### config.mk
export PLATFORM = sky130hd
export DESIGN_NAME = riscv_soc
export DESIGN_NICKNAME = d
export VERILOG_FILES = /design/src/rtl/rv_isa_pkg.sv /design/src/rtl/soc_bus_pkg.sv /design/src/rtl/csr_file.sv /design/src/rtl/inst_rom.sv /design/src/rtl/riscv64.sv /design/src/rtl/riscv_soc.sv /design/src/rtl/soc_bus.sv
export VERILOG_INCLUDE_DIRS = /design/src /design/src/rtl
export SDC_FILE = /design/constraint.sdc
export NUM_CORES = 2
export LEC_CHECK = 0
export BUFFER_PORTS_ARGS = -buffer_cell sky130_fd_sc_hd__buf_2
export CAP_MARGIN = 20
export CORE_MARGIN = 1
export CORE_UTILIZATION = 65
export CTS_BUF_LIST = sky130_fd_sc_hd__clkbuf_2 sky130_fd_sc_hd__clkbuf_4 sky130_fd_sc_hd__clkbuf_8
export CTS_CLUSTER_DIAMETER = 80
export DETAILED_ROUTE_END_ITERATION = 10
export HOLD_SLACK_MARGIN = 0.15
export MAX_ROUTING_LAYER = met4
export PLACE_DENSITY_LB_ADDON = 0.2
export REMOVE_ABC_BUFFERS = 1
export SYNTH_ARGS = -nofsm -noshare
export SYNTH_HDL_FRONTEND = slang
export SYNTH_SLANG_ARGS = --single-unit
export TNS_END_PERCENT = 20
### constraint.sdc
create_clock -name clk -period 8.35 [get_ports clk]
set_clock_uncertainty 0.05 [all_clocks]
set_input_delay 1.67 -clock clk [delete_from_list [all_inputs] [get_ports clk]]
set_output_delay 1.67 -clock clk [all_outputs]
set_load 0.01 [all_outputs]
### src/rtl/soc_defines.svh
`ifndef SOC_DEFINES_SVH
`define SOC_DEFINES_SVH

// data path width
`define XLEN 64

// program layout
`define RAM_BASE 64'h0000_0000_0000_0100   // reset pc, main loop
`define ISR_BASE 64'h0000_0000_0000_0000   // interrupt routine entry

// memory-mapped devices
`define KEY_BASE 64'h0000_0000_0000_07F0   // key register, read only
`define ART_BASE 64'h0000_0000_0000_07F8   // print port, write only

// rom depth in 32-bit words, 0x000..0x1FC
`define ROM_WORDS 128

// interrupt_vector code for the external interrupt
`define IRQ_EXT 4'd1

// addi x0,x0,0
`define NOP_INSN 32'h0000_0013

`endif

### src/rtl/rv_isa_pkg.sv
`default_nettype none

package rv_isa_pkg;

    // major opcodes, ir[6:0]
    typedef enum logic [6:0] {
        op_lui    = 7'b0110111,
        op_jal    = 7'b1101111,
        op_addi   = 7'b0010011,   // op-imm group, only addi decoded
        op_load   = 7'b0000011,
        op_store  = 7'b0100011,
        op_system = 7'b1110011    // csrrsi, csrrci, mret
    } opcode_e;

    // machine csrs that exist
    typedef enum logic [11:0] {
        csr_mstatus = 12'h300,
        csr_mepc    = 12'h341
    } csr_addr_e;

    // execute stage states
    typedef enum logic [1:0] {
        st_exec,        // ir holds a live instruction
        st_bubble,      // ir is a wrong fetch, drop it
        st_load_wait    // bus data ready, write rd
    } exec_state_e;

endpackage

`default_nettype wire

### src/rtl/soc_bus_pkg.sv
`default_nettype none

package soc_bus_pkg;

    // which device a bus address hits
    typedef enum logic [1:0] {
        dev_none,   // unmapped, reads give zero
        dev_key,
        dev_art
    } bus_dev_e;

endpackage

`default_nettype wire

### src/rtl/csr_file.sv
`default_nettype none
`include "soc_defines.svh"

module csr_file (
    input  logic              clk,
    input  logic              reset,
    input  logic [11:0]       csr_addr,
    input  logic              csr_set,      // csrrsi
    input  logic              csr_clear,    // csrrci
    input  logic [4:0]        csr_uimm,
    input  logic              trap_enter,
    input  logic [`XLEN-1:0]  trap_pc,
    input  logic              trap_return,  // mret
    output logic [`XLEN-1:0]  csr_rdata,
    output logic              mie_bit,
    output logic [`XLEN-1:0]  mepc
);

    logic mie;    // mstatus bit 3
    logic mpie;   // mstatus bit 7

    assign mie_bit = mie;

    // read mux, unknown csr reads zero
    always_comb begin
        case (csr_addr)
            rv_isa_pkg::csr_mstatus: csr_rdata = {56'd0, mpie, 3'd0, mie, 3'd0};
            rv_isa_pkg::csr_mepc:    csr_rdata = mepc;
            default:                 csr_rdata = '0;
        endcase
    end

    // mstatus bits, trap takes priority over mret and csr writes
    always_ff @(posedge clk or negedge reset) begin
        if (!reset) begin
            mie  <= 1'b0;   // interrupts off out of reset
            mpie <= 1'b0;
        end else if (trap_enter) begin
            mpie <= mie;
            mie  <= 1'b0;
        end else if (trap_return) begin
            mie  <= mpie;
            mpie <= 1'b1;
        end else if (csr_addr == rv_isa_pkg::csr_mstatus) begin
            // uimm is 5 bits so only MIE is reachable
            if (csr_set && csr_uimm[3])
                mie <= 1'b1;
            else if (csr_clear && csr_uimm[3])
                mie <= 1'b0;
        end
    end

    // return address, written on trap only
    always_ff @(posedge clk) begin
        if (trap_enter)
            mepc <= trap_pc;
    end

endmodule

`default_nettype wire

### src/rtl/inst_rom.sv
`default_nettype none
`include "soc_defines.svh"

module inst_rom (
    input  logic [`XLEN-1:0]  pc,
    output logic [31:0]       instruction
);

    localparam int AW = $clog2(`ROM_WORDS);

    logic [AW-1:0] word_addr;
    logic          in_range;

    assign word_addr = pc[AW+1:2];
    assign in_range  = (pc < `XLEN'(`ROM_WORDS * 4));   // past the rom reads nop

    always_comb begin
        instruction = `NOP_INSN;
        if (in_range) begin
            case (word_addr)
                // interrupt routine at ISR_BASE
                'h00: instruction = {12'h7F0, 5'd0, 3'b011, 5'd5,           // ld x5,0x7F0(x0)
                                     rv_isa_pkg::op_load};
                'h01: instruction = {7'h3F, 5'd5, 5'd0, 3'b011, 5'h18,      // sd x5,0x7F8(x0)
                                     rv_isa_pkg::op_store};
                'h02: instruction = {12'h302, 5'd0, 3'b000, 5'd0,           // mret
                                     rv_isa_pkg::op_system};
                // main program at RAM_BASE
                'h40: instruction = {rv_isa_pkg::csr_mstatus, 5'd8, 3'b110, // csrrsi mstatus,8
                                     5'd0, rv_isa_pkg::op_system};
                'h41: instruction = {20'h80001, 5'd6,                       // lui x6,0x80001
                                     rv_isa_pkg::op_lui};
                'h42: instruction = {7'h3F, 5'd6, 5'd0, 3'b011, 5'h18,      // sd x6,0x7F8(x0)
                                     rv_isa_pkg::op_store};
                'h43: instruction = {12'h7FF, 5'd6, 3'b000, 5'd6,           // addi x6,x6,0x7FF
                                     rv_isa_pkg::op_addi};
                'h44: instruction = {7'h3F, 5'd6, 5'd0, 3'b011, 5'h18,      // sd x6,0x7F8(x0)
                                     rv_isa_pkg::op_store};
                'h45: instruction = {1'b1, 10'h3F8, 1'b1, 8'hFF, 5'd0,      // jal x0,-16
                                     rv_isa_pkg::op_jal};
                default: ;
            endcase
        end
    end

endmodule

`default_nettype wire

### src/rtl/riscv64.sv
`default_nettype none
`include "soc_defines.svh"

module riscv64 (
    input  logic              clk,
    input  logic              reset,
    input  logic [31:0]       instruction,
    output logic [`XLEN-1:0]  pc,
    output logic              heartbeat,
    input  logic [3:0]        interrupt_vector,
    output logic              interrupt_ack,
    output logic [`XLEN-1:0]  bus_address,
    output logic [`XLEN-1:0]  bus_write_data,
    output logic              bus_write_enable,
    output logic              bus_read_enable,
    input  logic [`XLEN-1:0]  bus_read_data
);

    logic [31:0]              ir;
    logic [`XLEN-1:0]         regs [0:31];     // x0 never written
    rv_isa_pkg::exec_state_e  state, next_state;
    logic [`XLEN-1:0]         next_pc;
    logic [4:0]               ld_rd;           // load target, ir is gone by cycle 3

    rv_isa_pkg::opcode_e      opcode;
    logic [4:0]               rd, rs1, rs2;
    logic [2:0]               funct3;
    logic [`XLEN-1:0]         imm_u, imm_i, imm_s, imm_j;
    logic [`XLEN-1:0]         rs1_val, rs2_val;
    logic [`XLEN-1:0]         ir_pc;           // address ir was fetched from
    logic                     take_irq, exec_ok;
    logic                     is_csrrsi, is_csrrci, is_mret;
    logic                     wb_en;
    logic [4:0]               wb_rd;
    logic [`XLEN-1:0]         wb_data;

    logic [`XLEN-1:0]         csr_rdata, mepc;
    logic                     mie_bit;

    // field decode
    assign opcode = rv_isa_pkg::opcode_e'(ir[6:0]);
    assign rd     = ir[11:7];
    assign funct3 = ir[14:12];
    assign rs1    = ir[19:15];
    assign rs2    = ir[24:20];
    assign imm_u  = {{32{ir[31]}}, ir[31:12], 12'd0};
    assign imm_i  = {{52{ir[31]}}, ir[31:20]};
    assign imm_s  = {{52{ir[31]}}, ir[31:25], ir[11:7]};
    assign imm_j  = {{43{ir[31]}}, ir[31], ir[19:12], ir[20], ir[30:21], 1'b0};

    assign rs1_val = (rs1 == 5'd0) ? '0 : regs[rs1];
    assign rs2_val = (rs2 == 5'd0) ? '0 : regs[rs2];

    // in st_exec pc is always one word ahead of ir
    assign ir_pc = pc - `XLEN'd4;

    assign is_csrrsi = (opcode == rv_isa_pkg::op_system) && (funct3 == 3'b110);
    assign is_csrrci = (opcode == rv_isa_pkg::op_system) && (funct3 == 3'b111);
    assign is_mret   = (opcode == rv_isa_pkg::op_system) && (funct3 == 3'b000)
                       && (ir[31:20] == 12'h302);

    // interrupt wins over the instruction in ir
    assign take_irq = (state == rv_isa_pkg::st_exec) && (interrupt_vector == `IRQ_EXT)
                      && mie_bit;
    assign exec_ok  = (state == rv_isa_pkg::st_exec) && !take_irq;

    csr_file csr_i (
        .clk         (clk),
        .reset       (reset),
        .csr_addr    (ir[31:20]),
        .csr_set     (exec_ok && is_csrrsi),
        .csr_clear   (exec_ok && is_csrrci),
        .csr_uimm    (rs1),           // uimm sits in the rs1 field
        .trap_enter  (take_irq),
        .trap_pc     (ir_pc),         // re-run ir after mret
        .trap_return (exec_ok && is_mret),
        .csr_rdata   (csr_rdata),
        .mie_bit     (mie_bit),
        .mepc        (mepc)
    );

    // next pc and state
    always_comb begin
        next_pc    = pc + `XLEN'd4;
        next_state = rv_isa_pkg::st_exec;
        case (state)
            rv_isa_pkg::st_exec: begin
                if (take_irq) begin
                    next_pc    = `ISR_BASE;
                    next_state = rv_isa_pkg::st_bubble;
                end else if (opcode == rv_isa_pkg::op_jal) begin
                    next_pc    = ir_pc + imm_j;
                    next_state = rv_isa_pkg::st_bubble;
                end else if (is_mret) begin
                    next_pc    = mepc;
                    next_state = rv_isa_pkg::st_bubble;
                end else if (opcode == rv_isa_pkg::op_load) begin
                    next_pc    = pc;                          // load cycle 1, hold
                    next_state = rv_isa_pkg::st_bubble;
                end
            end
            rv_isa_pkg::st_bubble: begin
                if (bus_read_enable) begin                    // load cycle 2
                    next_pc    = pc;
                    next_state = rv_isa_pkg::st_load_wait;
                end
            end
            default: ;                                        // load cycle 3 falls through
        endcase
    end

    // register write back
    always_comb begin
        wb_en   = 1'b0;
        wb_rd   = rd;
        wb_data = '0;
        if (state == rv_isa_pkg::st_load_wait) begin
            wb_en   = 1'b1;
            wb_rd   = ld_rd;
            wb_data = bus_read_data;
        end else if (exec_ok) begin
            case (opcode)
                rv_isa_pkg::op_lui:  begin wb_en = 1'b1; wb_data = imm_u; end
                rv_isa_pkg::op_addi: begin wb_en = 1'b1; wb_data = rs1_val + imm_i; end
                rv_isa_pkg::op_jal:  begin wb_en = 1'b1; wb_data = pc; end  // link
                rv_isa_pkg::op_system: begin
                    wb_en   = is_csrrsi || is_csrrci;                     // old csr value
                    wb_data = csr_rdata;
                end
                default: ;
            endcase
        end
    end

    always_ff @(posedge clk) begin
        if (wb_en && wb_rd != 5'd0)
            regs[wb_rd] <= wb_data;
    end

    // fetch and control
    always_ff @(posedge clk or negedge reset) begin
        if (!reset) begin
            ir               <= `NOP_INSN;
            pc               <= `RAM_BASE;
            state            <= rv_isa_pkg::st_exec;
            heartbeat        <= 1'b0;
            interrupt_ack    <= 1'b0;
            bus_write_enable <= 1'b0;
            bus_read_enable  <= 1'b0;
        end else begin
            ir               <= instruction;   // every edge, bubbles drop it
            pc               <= next_pc;
            state            <= next_state;
            heartbeat        <= ~heartbeat;
            interrupt_ack    <= take_irq;      // one pulse, MIE drops with it
            bus_write_enable <= exec_ok && (opcode == rv_isa_pkg::op_store);
            // held through the bubble so data is there in cycle 3
            bus_read_enable  <= (exec_ok && (opcode == rv_isa_pkg::op_load))
                                || (state == rv_isa_pkg::st_bubble && bus_read_enable);
        end
    end

    // bus payload
    always_ff @(posedge clk) begin
        if (exec_ok && opcode == rv_isa_pkg::op_load) begin
            bus_address <= rs1_val + imm_i;
            ld_rd       <= rd;
        end
        if (exec_ok && opcode == rv_isa_pkg::op_store) begin
            bus_address    <= rs1_val + imm_s;
            bus_write_data <= rs2_val;
        end
    end

endmodule

`default_nettype wire

### src/rtl/riscv_soc.sv
`default_nettype none
`include "soc_defines.svh"

module riscv_soc (
    input  logic              clk,
    input  logic              reset,
    input  logic [`XLEN-1:0]  key_value,
    input  logic [3:0]        interrupt_vector,
    output logic [`XLEN-1:0]  pc,
    output logic              heartbeat,
    output logic              interrupt_ack,
    output logic [`XLEN-1:0]  art_data,
    output logic              art_valid
);

    logic [31:0]       instruction;
    logic [`XLEN-1:0]  bus_address;
    logic [`XLEN-1:0]  bus_write_data;
    logic              bus_write_enable;
    logic              bus_read_enable;
    logic [`XLEN-1:0]  bus_read_data;

    riscv64 core_i (
        .clk              (clk),
        .reset            (reset),
        .instruction      (instruction),
        .pc               (pc),                 // also feeds the rom
        .heartbeat        (heartbeat),
        .interrupt_vector (interrupt_vector),
        .interrupt_ack    (interrupt_ack),
        .bus_address      (bus_address),
        .bus_write_data   (bus_write_data),
        .bus_write_enable (bus_write_enable),
        .bus_read_enable  (bus_read_enable),
        .bus_read_data    (bus_read_data)
    );

    inst_rom rom_i (
        .pc          (pc),
        .instruction (instruction)
    );

    soc_bus bus_i (
        .clk              (clk),
        .reset            (reset),
        .bus_address      (bus_address),
        .bus_write_data   (bus_write_data),
        .bus_write_enable (bus_write_enable),
        .bus_read_enable  (bus_read_enable),
        .bus_read_data    (bus_read_data),
        .key_value        (key_value),
        .art_data         (art_data),
        .art_valid        (art_valid)
    );

endmodule

`default_nettype wire

### src/rtl/soc_bus.sv
`default_nettype none
`include "soc_defines.svh"

module soc_bus (
    input  logic              clk,
    input  logic              reset,
    input  logic [`XLEN-1:0]  bus_address,
    input  logic [`XLEN-1:0]  bus_write_data,
    input  logic              bus_write_enable,
    input  logic              bus_read_enable,
    output logic [`XLEN-1:0]  bus_read_data,
    input  logic [`XLEN-1:0]  key_value,
    output logic [`XLEN-1:0]  art_data,
    output logic              art_valid
);

    soc_bus_pkg::bus_dev_e dev;
    logic                  art_write;

    // full address compare, no aliasing
    always_comb begin
        case (bus_address)
            `KEY_BASE: dev = soc_bus_pkg::dev_key;
            `ART_BASE: dev = soc_bus_pkg::dev_art;
            default:   dev = soc_bus_pkg::dev_none;
        endcase
    end

    // key is the only readable device
    assign bus_read_data = (bus_read_enable && dev == soc_bus_pkg::dev_key) ? key_value : '0;

    assign art_write = bus_write_enable && (dev == soc_bus_pkg::dev_art);   // others dropped

    always_ff @(posedge clk or negedge reset) begin
        if (!reset)
            art_valid <= 1'b0;
        else
            art_valid <= art_write;   // one-cycle strobe per store
    end

    always_ff @(posedge clk) begin
        if (art_write)
            art_data <= bus_write_data;
    end

endmodule

`default_nettype wire

Word-level counts from Yosys, hierarchy flattened. Memories as Yosys holds them, arrays and structs flattened. A register that Yosys moved wholly into a read port is not among the register bits. Index checks and enable logic that the tools add are counted. Widths: inputs -> output; s select.

Input bits: 70. Register bits: 302. Output and inout port bits: 131. RAM bits: 2048. Memories kept: 1. Logic and storage cells: 121.

Memory list: core_i.regs (depth 32, bits a word 64, read ports 2, clocked after Yosys merged registers in 1, write ports 1, line riscv64.sv:20) `` logic [`XLEN-1:0] regs [0:31]; ``.

Bitwise gates (word level): 1. Reductions and logical operators: 35. Mux-type cells: 36. Add/sub/neg operators: 5. Eq/ne operators: 28. Order comparisons: 1.

Operators with widths (count): $mux 64 (11); $pmux 32 s8 (1); $pmux 64 s2 (2); $pmux 64 s4 (1); $add 64x64->64 (3); $eq 64x11->1 const B (2); $add 64x3->64 const B (1); $lt 64x10->1 const B (1); $sub 64x3->64 const B (1); $eq 7x7->1 const B (8); $eq 12x10->1 const B (3); $mux 32 (1); $logic_and 1x1->1 (18); $eq 7x2->1 const B (2); $eq 7x6->1 const B (2); $mux 1 (12); $logic_not 5->1 (2); $mux 2 (4); $pmux 2 s2 (2); $eq 7x1->1 const B (1); $eq 7x5->1 const B (1); $logic_not 7->1 (1); $eq 3x3->1 const B (2); $mux 5 (1); 18 further kinds (23).

Depth between registers and ports, before layout.
Depth after elaboration: 12. Gate-level depth with buffers: 20. Mapped depth without buffers: 20.

By module. Synthesis repeated with hierarchy kept, for this count alone.

Cell total of the unflattened synthesis: 7740. Area, all modules: 122947.9 sq um.

Modules (own cells, without submodules): riscv64 (area an instance 117129.8 sq um, times used 1, cells an instance 7321); soc_bus (area an instance 2653.8 sq um, times used 1, cells an instance 166); csr_file (area an instance 2563.7 sq um, times used 1, cells an instance 156); inst_rom (area an instance 600.6 sq um, times used 1, cells an instance 97).

Least setup slack after synthesis. Ideal clock, no wire load.

Kind: reg2reg. Start: reg core_i.ir[2]. End: mem core_i.regs[2][0] (netlist bit), enable pin. Data arrival time: 6.383 ns. Setup slack: 1.431 ns. Required time: 7.814 ns. Cell stages (with the launch flop): 11. Period minus slack after synthesis: 6.919 ns. Path through: dfrtp_1 -> clkbuf_1 -> nand2_1 -> nor3_1 -> nor3_1 -> a21o_1 -> inv_1 -> nand2_1 -> nor2_1 -> a21oi_1 -> nor2_1.

Longest elaborated chain between the ends: 9.

RTL lines: from (decl) (line riscv64.sv:19) `logic [31:0] ir;`; from (signal assigned) (line riscv64.sv:143) `` ir <= `NOP_INSN; ``; from (signal assigned) (line riscv64.sv:151) `ir <= instruction;`; $eq 7x7->1 (line riscv64.sv:57, riscv64.sv:58, riscv64.sv:122); $logic_and 1x1->1 (on tied branches) (line riscv64.sv:57, riscv64.sv:58); $logic_or 1x1->1 (line riscv64.sv:127) `wb_en = is_csrrsi || is_csrrci;`; $pmux 1 s2 * (line riscv64.sv:122) `case (opcode)`; $mux 1 * (line riscv64.sv:121) `end else if (exec_ok) begin`; $mux 1 * (line riscv64.sv:117) `if (state == rv_isa_pkg::st_load_wait) begin`; $logic_and 1x1->1 * (line riscv64.sv:136) `if (wb_en && wb_rd != 5'd0)`; $mux 1 * (line riscv64.sv:136); $mux 1 (not written as such) * (line riscv64.sv:137) `regs[wb_rd] <= wb_data;`; to (decl) (line riscv64.sv:20).

Mark *: on every way between the ends. The rest lies on a longest branch, timed or not.

Worst setup path after layout.
Start: reg core_i.ir[17]. End: mem core_i.regs[3][33] (netlist bit), data pin.

Longest elaborated chain between the ends: 6.

RTL lines: $mem_v2 32x64 / $logic_not 5->1 (equally long branches); $mux 64 * (line riscv64.sv:51) `assign rs1_val = (rs1 == 5'd0) ? '0 : regs[rs1];`; $add 64x64->64 * (line riscv64.sv:124) `rv_isa_pkg::op_addi: begin wb_en = 1'b1; wb_data = rs1_val + imm_i; end`; $pmux 64 s4 * (line riscv64.sv:122); $mux 64 * (line riscv64.sv:121); $mux 64 * (line riscv64.sv:117); net core_i.wb_data[33] (line riscv64.sv:35) `` logic [`XLEN-1:0] wb_data; ``.

Mark *: on every way through the listed nets, which the timed path passes. The rest lies on a longest branch.

==> results.md <==
- The count of buffers added on input and output ports is 200.
- The achievable frequency is around 160 MHz.
- Synthesis produced a netlist whose cell count is 5185.
- The delay of the slowest cell on the worst path is 0.77 ns.
- In the finished design, the share of the clock period the worst path needs comes to 0.755.
- CTS saw 1377 sinks.
- For this configuration, the core starts out at a cell density of 0.658.
- The total of cells resized after clock tree synthesis is 0.
- Among all stages on the critical path, the largest delay is contributed by sky130_fd_sc_hd__o21ai_1.
- The type of element capturing the critical path is a register.
- The CTS root buffer is sky130_fd_sc_hd__clkbuf_8.
- In the layout the commonest cells are sky130_fd_sc_hd__edfxtp_1 (1284), sky130_fd_sc_hd__a21oi_1 (394), sky130_fd_sc_hd__nor2_1 (350).
- The clock transition at the register clock pins on the worst setup and hold paths after CTS is 0.06 ns.
- The clock period could shrink to 6.30 ns.
- Setup total negative slack on the finished layout was measured at 0 ns.
- TritonCTS created 209 clock buffers.
- The netlist uses roughly 100 different library cells.
- After filler insertion, the fill cell instance count of the layout stands at 6776.
- The launching element type of the critical path is a register.
- In this run the static leakage power is 0.0240 uW.
- The pre-CTS setup slack is a little over 2 ns.
- The area of the die is approximately 110000 um^2.
- The worst path meets setup with 2.05 ns of slack.
- The half-perimeter wire length after detailed placement is 153 mm.
- The final hold violation count is 0.
- TritonCTS built the clock tree.
- The tightest min-delay check is of the reg2reg type.
- Setup repair after global routing left no endpoint under its margin.
- The initial antenna violation count is 12.
- The post-detailed-route count of antenna-violating nets is 0.
- The slew of the pin with the lowest slew margin is 1.14 ns.
- In the final routed layout, each cell accounts on average for around 32 um.
- The number of vias per cell is 7.08.
- After the last flow step, the layout net total stands at 5660.
- STA puts the critical path data required time at between 8 and 9 ns.
- The critical path class is reg2reg.
- At the end of routability-driven placement, the weighted congestion stood at ~1.1.
- Among all flip-flop cells after synthesis, the most frequent one is sky130_fd_sc_hd__edfxtp_1.
- The number of optimization iterations in the first detailed-route pass is 9.
- For this run, design rule violations remaining after detail routing come to 0.
- The length in cells of the worst reg-to-reg path is 13.
- The floorplan core area is 104000 um^2.
- The all-layer global routing usage is 0.438.
- The wire length of the first global-routing pass is around 330 mm.
- The cell area that synthesis handed to floorplanning was 68400 um^2.
- The total global routing overflow is 0.
- The via count is 49700.
- The count of flip-flops with a built-in enable after synthesis is 1284.
- The number of buffers added to fix hold violations after cts is 0.
- The register area share after synthesis is 0.597.
- The startpoint of the tightest hold check path is core_i.bus_write_data[54]$_SDFFCE_PN0P_.
- The worst max-slew margin expressed relative to the limit is 0.241.
- The fraction of final layout cells sized beyond drive strength 1 is 0.183.
- The total power draw is 13100 uW.
- The startpoint of the worst register-to-register path is core_i.ir[17]$_DFF_PN0_.
- The power per standard cell area is 173 nW/um^2.
- The overall die height is 326 um.
- The library cell used most frequently in the layout, excluding fill and tap cells, is sky130_fd_sc_hd__edfxtp_1.
- The setup slack of the worst register-to-register path is 2.05 ns.
- The cell repeated most along the worst path is sky130_fd_sc_hd__o21ai_0.
- The timing startpoint of the critical path is core_i.ir[17]$_DFF_PN0_.
- For this run, asynchronously set or reset flops after synthesis account for 0.0675.
- The tool flagged a number of max-cap violations equal to 0.
- The overall die width is approximately 330 um.
- In this run the core area contains 118 standard-cell rows.
- Of all nets on the critical path, the largest fanout is 40.
- The relative area change from synthesis to final layout is 10.4%.
- The mean cell area of the mapped netlist is 13.2 um^2.
- The worst-case IR drop observed on VDD is 0.203 mV.
- The max-slew violation count was 0.
- Along the worst hold path, the cell count comes to 0.
- The total setup buffers inserted after CTS is 0.
- For this design the top-level I/O count stands at 201.
- The number of global-route vias before repair is 48200.
- The critical path goes through buf_4 > mux2i_1 > o21ai_0 > ha_1 > a21oi_1 > o21ai_0 > a221o_1 > a21oi_1 > o21ai_0 > a21oi_1 > o21ai_0 > xnor2_1 > o21ai_1.
- The maximum number of buffers from clock root to sink is 3.
- The flow ran to the end, and the final reports show no timing, DRC or antenna violations.
- At the later pin of the worst-skew pair, clock insertion delay measures roughly 0.94 ns.
- Wires add up to 226 mm.
- Data arrives at the worst endpoint at 6.80 ns.
- The largest net degree at the start of global routing is 80.
- The Yosys step of the flow raised 0 warnings.
- The H-tree was split into 4 levels.
- The count of final setup violators is 0.
- The synthesized design contains 1377 register bits.
- The count of routing violations after the opening detailed-route iteration is around 7000.
## worst max-delay path: cells and delay by family, from the launching register on
kind | cells | cell delay (ns)
buffers and inverters | 1 | 0.70
DFF | 1 | 0.46
AOI/OAI and AO/OA | 9 | 3.43
muxes | 1 | 0.48
adders and majority gates | 1 | 0.51
xor gates and xnor gates | 1 | 0.19
## per-layer routing
layer | GRT usage | wire length (um) | up-vias
met5 | - | 0 | -
met4 | 0.223 | 13200 | 0
met3 | 0.104 | 28600 | 742
met2 | 0.641 | 102000 | 3852
met1 | 0.577 | 82700 | 24400
li1 | - | - | 20700
## where the power goes
group          switching, uW  internal (uW)  total, uW  leakage [uW]
combinational           49.4           43.9       93.3        0.0113
clock                   2700           2820       5530       0.00218
sequential              4.83           7450       7460        0.0105
## synth_stat cells, drive strengths merged (15+ instances only)
| master | n | share of area |
|---|---|---|
| edfxtp | 1284 | 0.56 |
| a21oi | 396 | 0.029 |
| nor2 | 368 | 0.020 |
| nand2 | 351 | 0.019 |
| o21ai | 340 | 0.025 |
| clkbuf | 265 | 0.015 |
| mux4 | 256 | 0.084 |
| mux2i | 196 | 0.029 |
| xnor2 | 184 | 0.024 |
| ha | 138 | 0.025 |
| a21o | 99 | 0.011 |
| dfrtp | 91 | 0.033 |
| xor2 | 91 | 0.012 |
| nand3 | 90 | 0.0066 |
| nor3 | 89 | 0.0068 |
| buf | 84 | 0.0052 |
| inv | 77 | 0.0042 |
| nand4 | 68 | 0.0063 |
| o22a | 66 | 0.0084 |
| nor4 | 50 | 0.0048 |
| a211oi | 45 | 0.0050 |
| and3 | 43 | 0.0039 |
| a31oi | 41 | 0.0037 |
| o21bai | 39 | 0.0043 |
| a22oi | 35 | 0.0038 |
| or3 | 25 | 0.0023 |
| or2 | 24 | 0.0022 |
| and2 | 23 | 0.0021 |
| o21a | 23 | 0.0025 |
| o31ai | 22 | 0.0025 |
| o221ai | 18 | 0.0023 |
| or4 | 18 | 0.0020 |
| a21boi | 16 | 0.0018 |
| nand2b | 16 | 0.0015 |
| o211ai | 16 | 0.0018 |
| o22ai | 15 | 0.0014 |
## metrics by stage
step	util	instances	cell area, um^2	hold WS (ns)
floorplan	-	4899	67300	0.350
global placement	0.686	6609	71300	0.350
detailed placement	0.686	6614	71300	0.355
CTS	0.726	6996	75500	0.367
global route	0.727	7014	75600	0.375
finish	0.727	7016	75600	0.365
## registers in the layout (all words and copies together), names as in the netlist, 4 cells and up
name,count
core_i.regs,1024
bus_i.art_data,64
core_i.bus_address,64
core_i.bus_write_data,64
core_i.csr_i.mepc,64
core_i.pc,64
core_i.ir,20
core_i.ld_rd,4
## area by class of cell
type / count / area (um^2) / area share
diodes: 14 / 35.0 / 0.000464
clock buffers: 282 / 3470 / 0.0459
clock inverters: 100 / 673 / 0.00891
inverters: 77 / 299 / 0.00396
multi-input cells: 3445 / 26400 / 0.349
flip-flops and latches: 1377 / 40900 / 0.541
well taps: 1380 / 1730 / 0.0228
repair buffers: 341 / 2090 / 0.0276
## kinds of logic after synthesis
kind of cell,after synthesis,share of synthesized area
mux,461,0.114
flops,1377,0.597
compound gates,1285,0.119
buf+inv,426,0.0239
simple gates,1217,0.0842
xor+xnor,275,0.0352
other cells,1,0.0000548
fa+ha+maj,143,0.0261
## final timing paths
check                                                to
max                        core_i.regs[3][33]$_DFFE_PP_
min                        bus_i.art_data[54]$_DFFE_PP_
max reg2reg                core_i.regs[3][33]$_DFFE_PP_
min reg2reg                bus_i.art_data[54]$_DFFE_PP_
max in group asynchronous       core_i.ir[20]$_DFF_PN0_
min in group asynchronous    core_i.heartbeat$_DFF_PN0_
(Power assumes the default switching activity.)
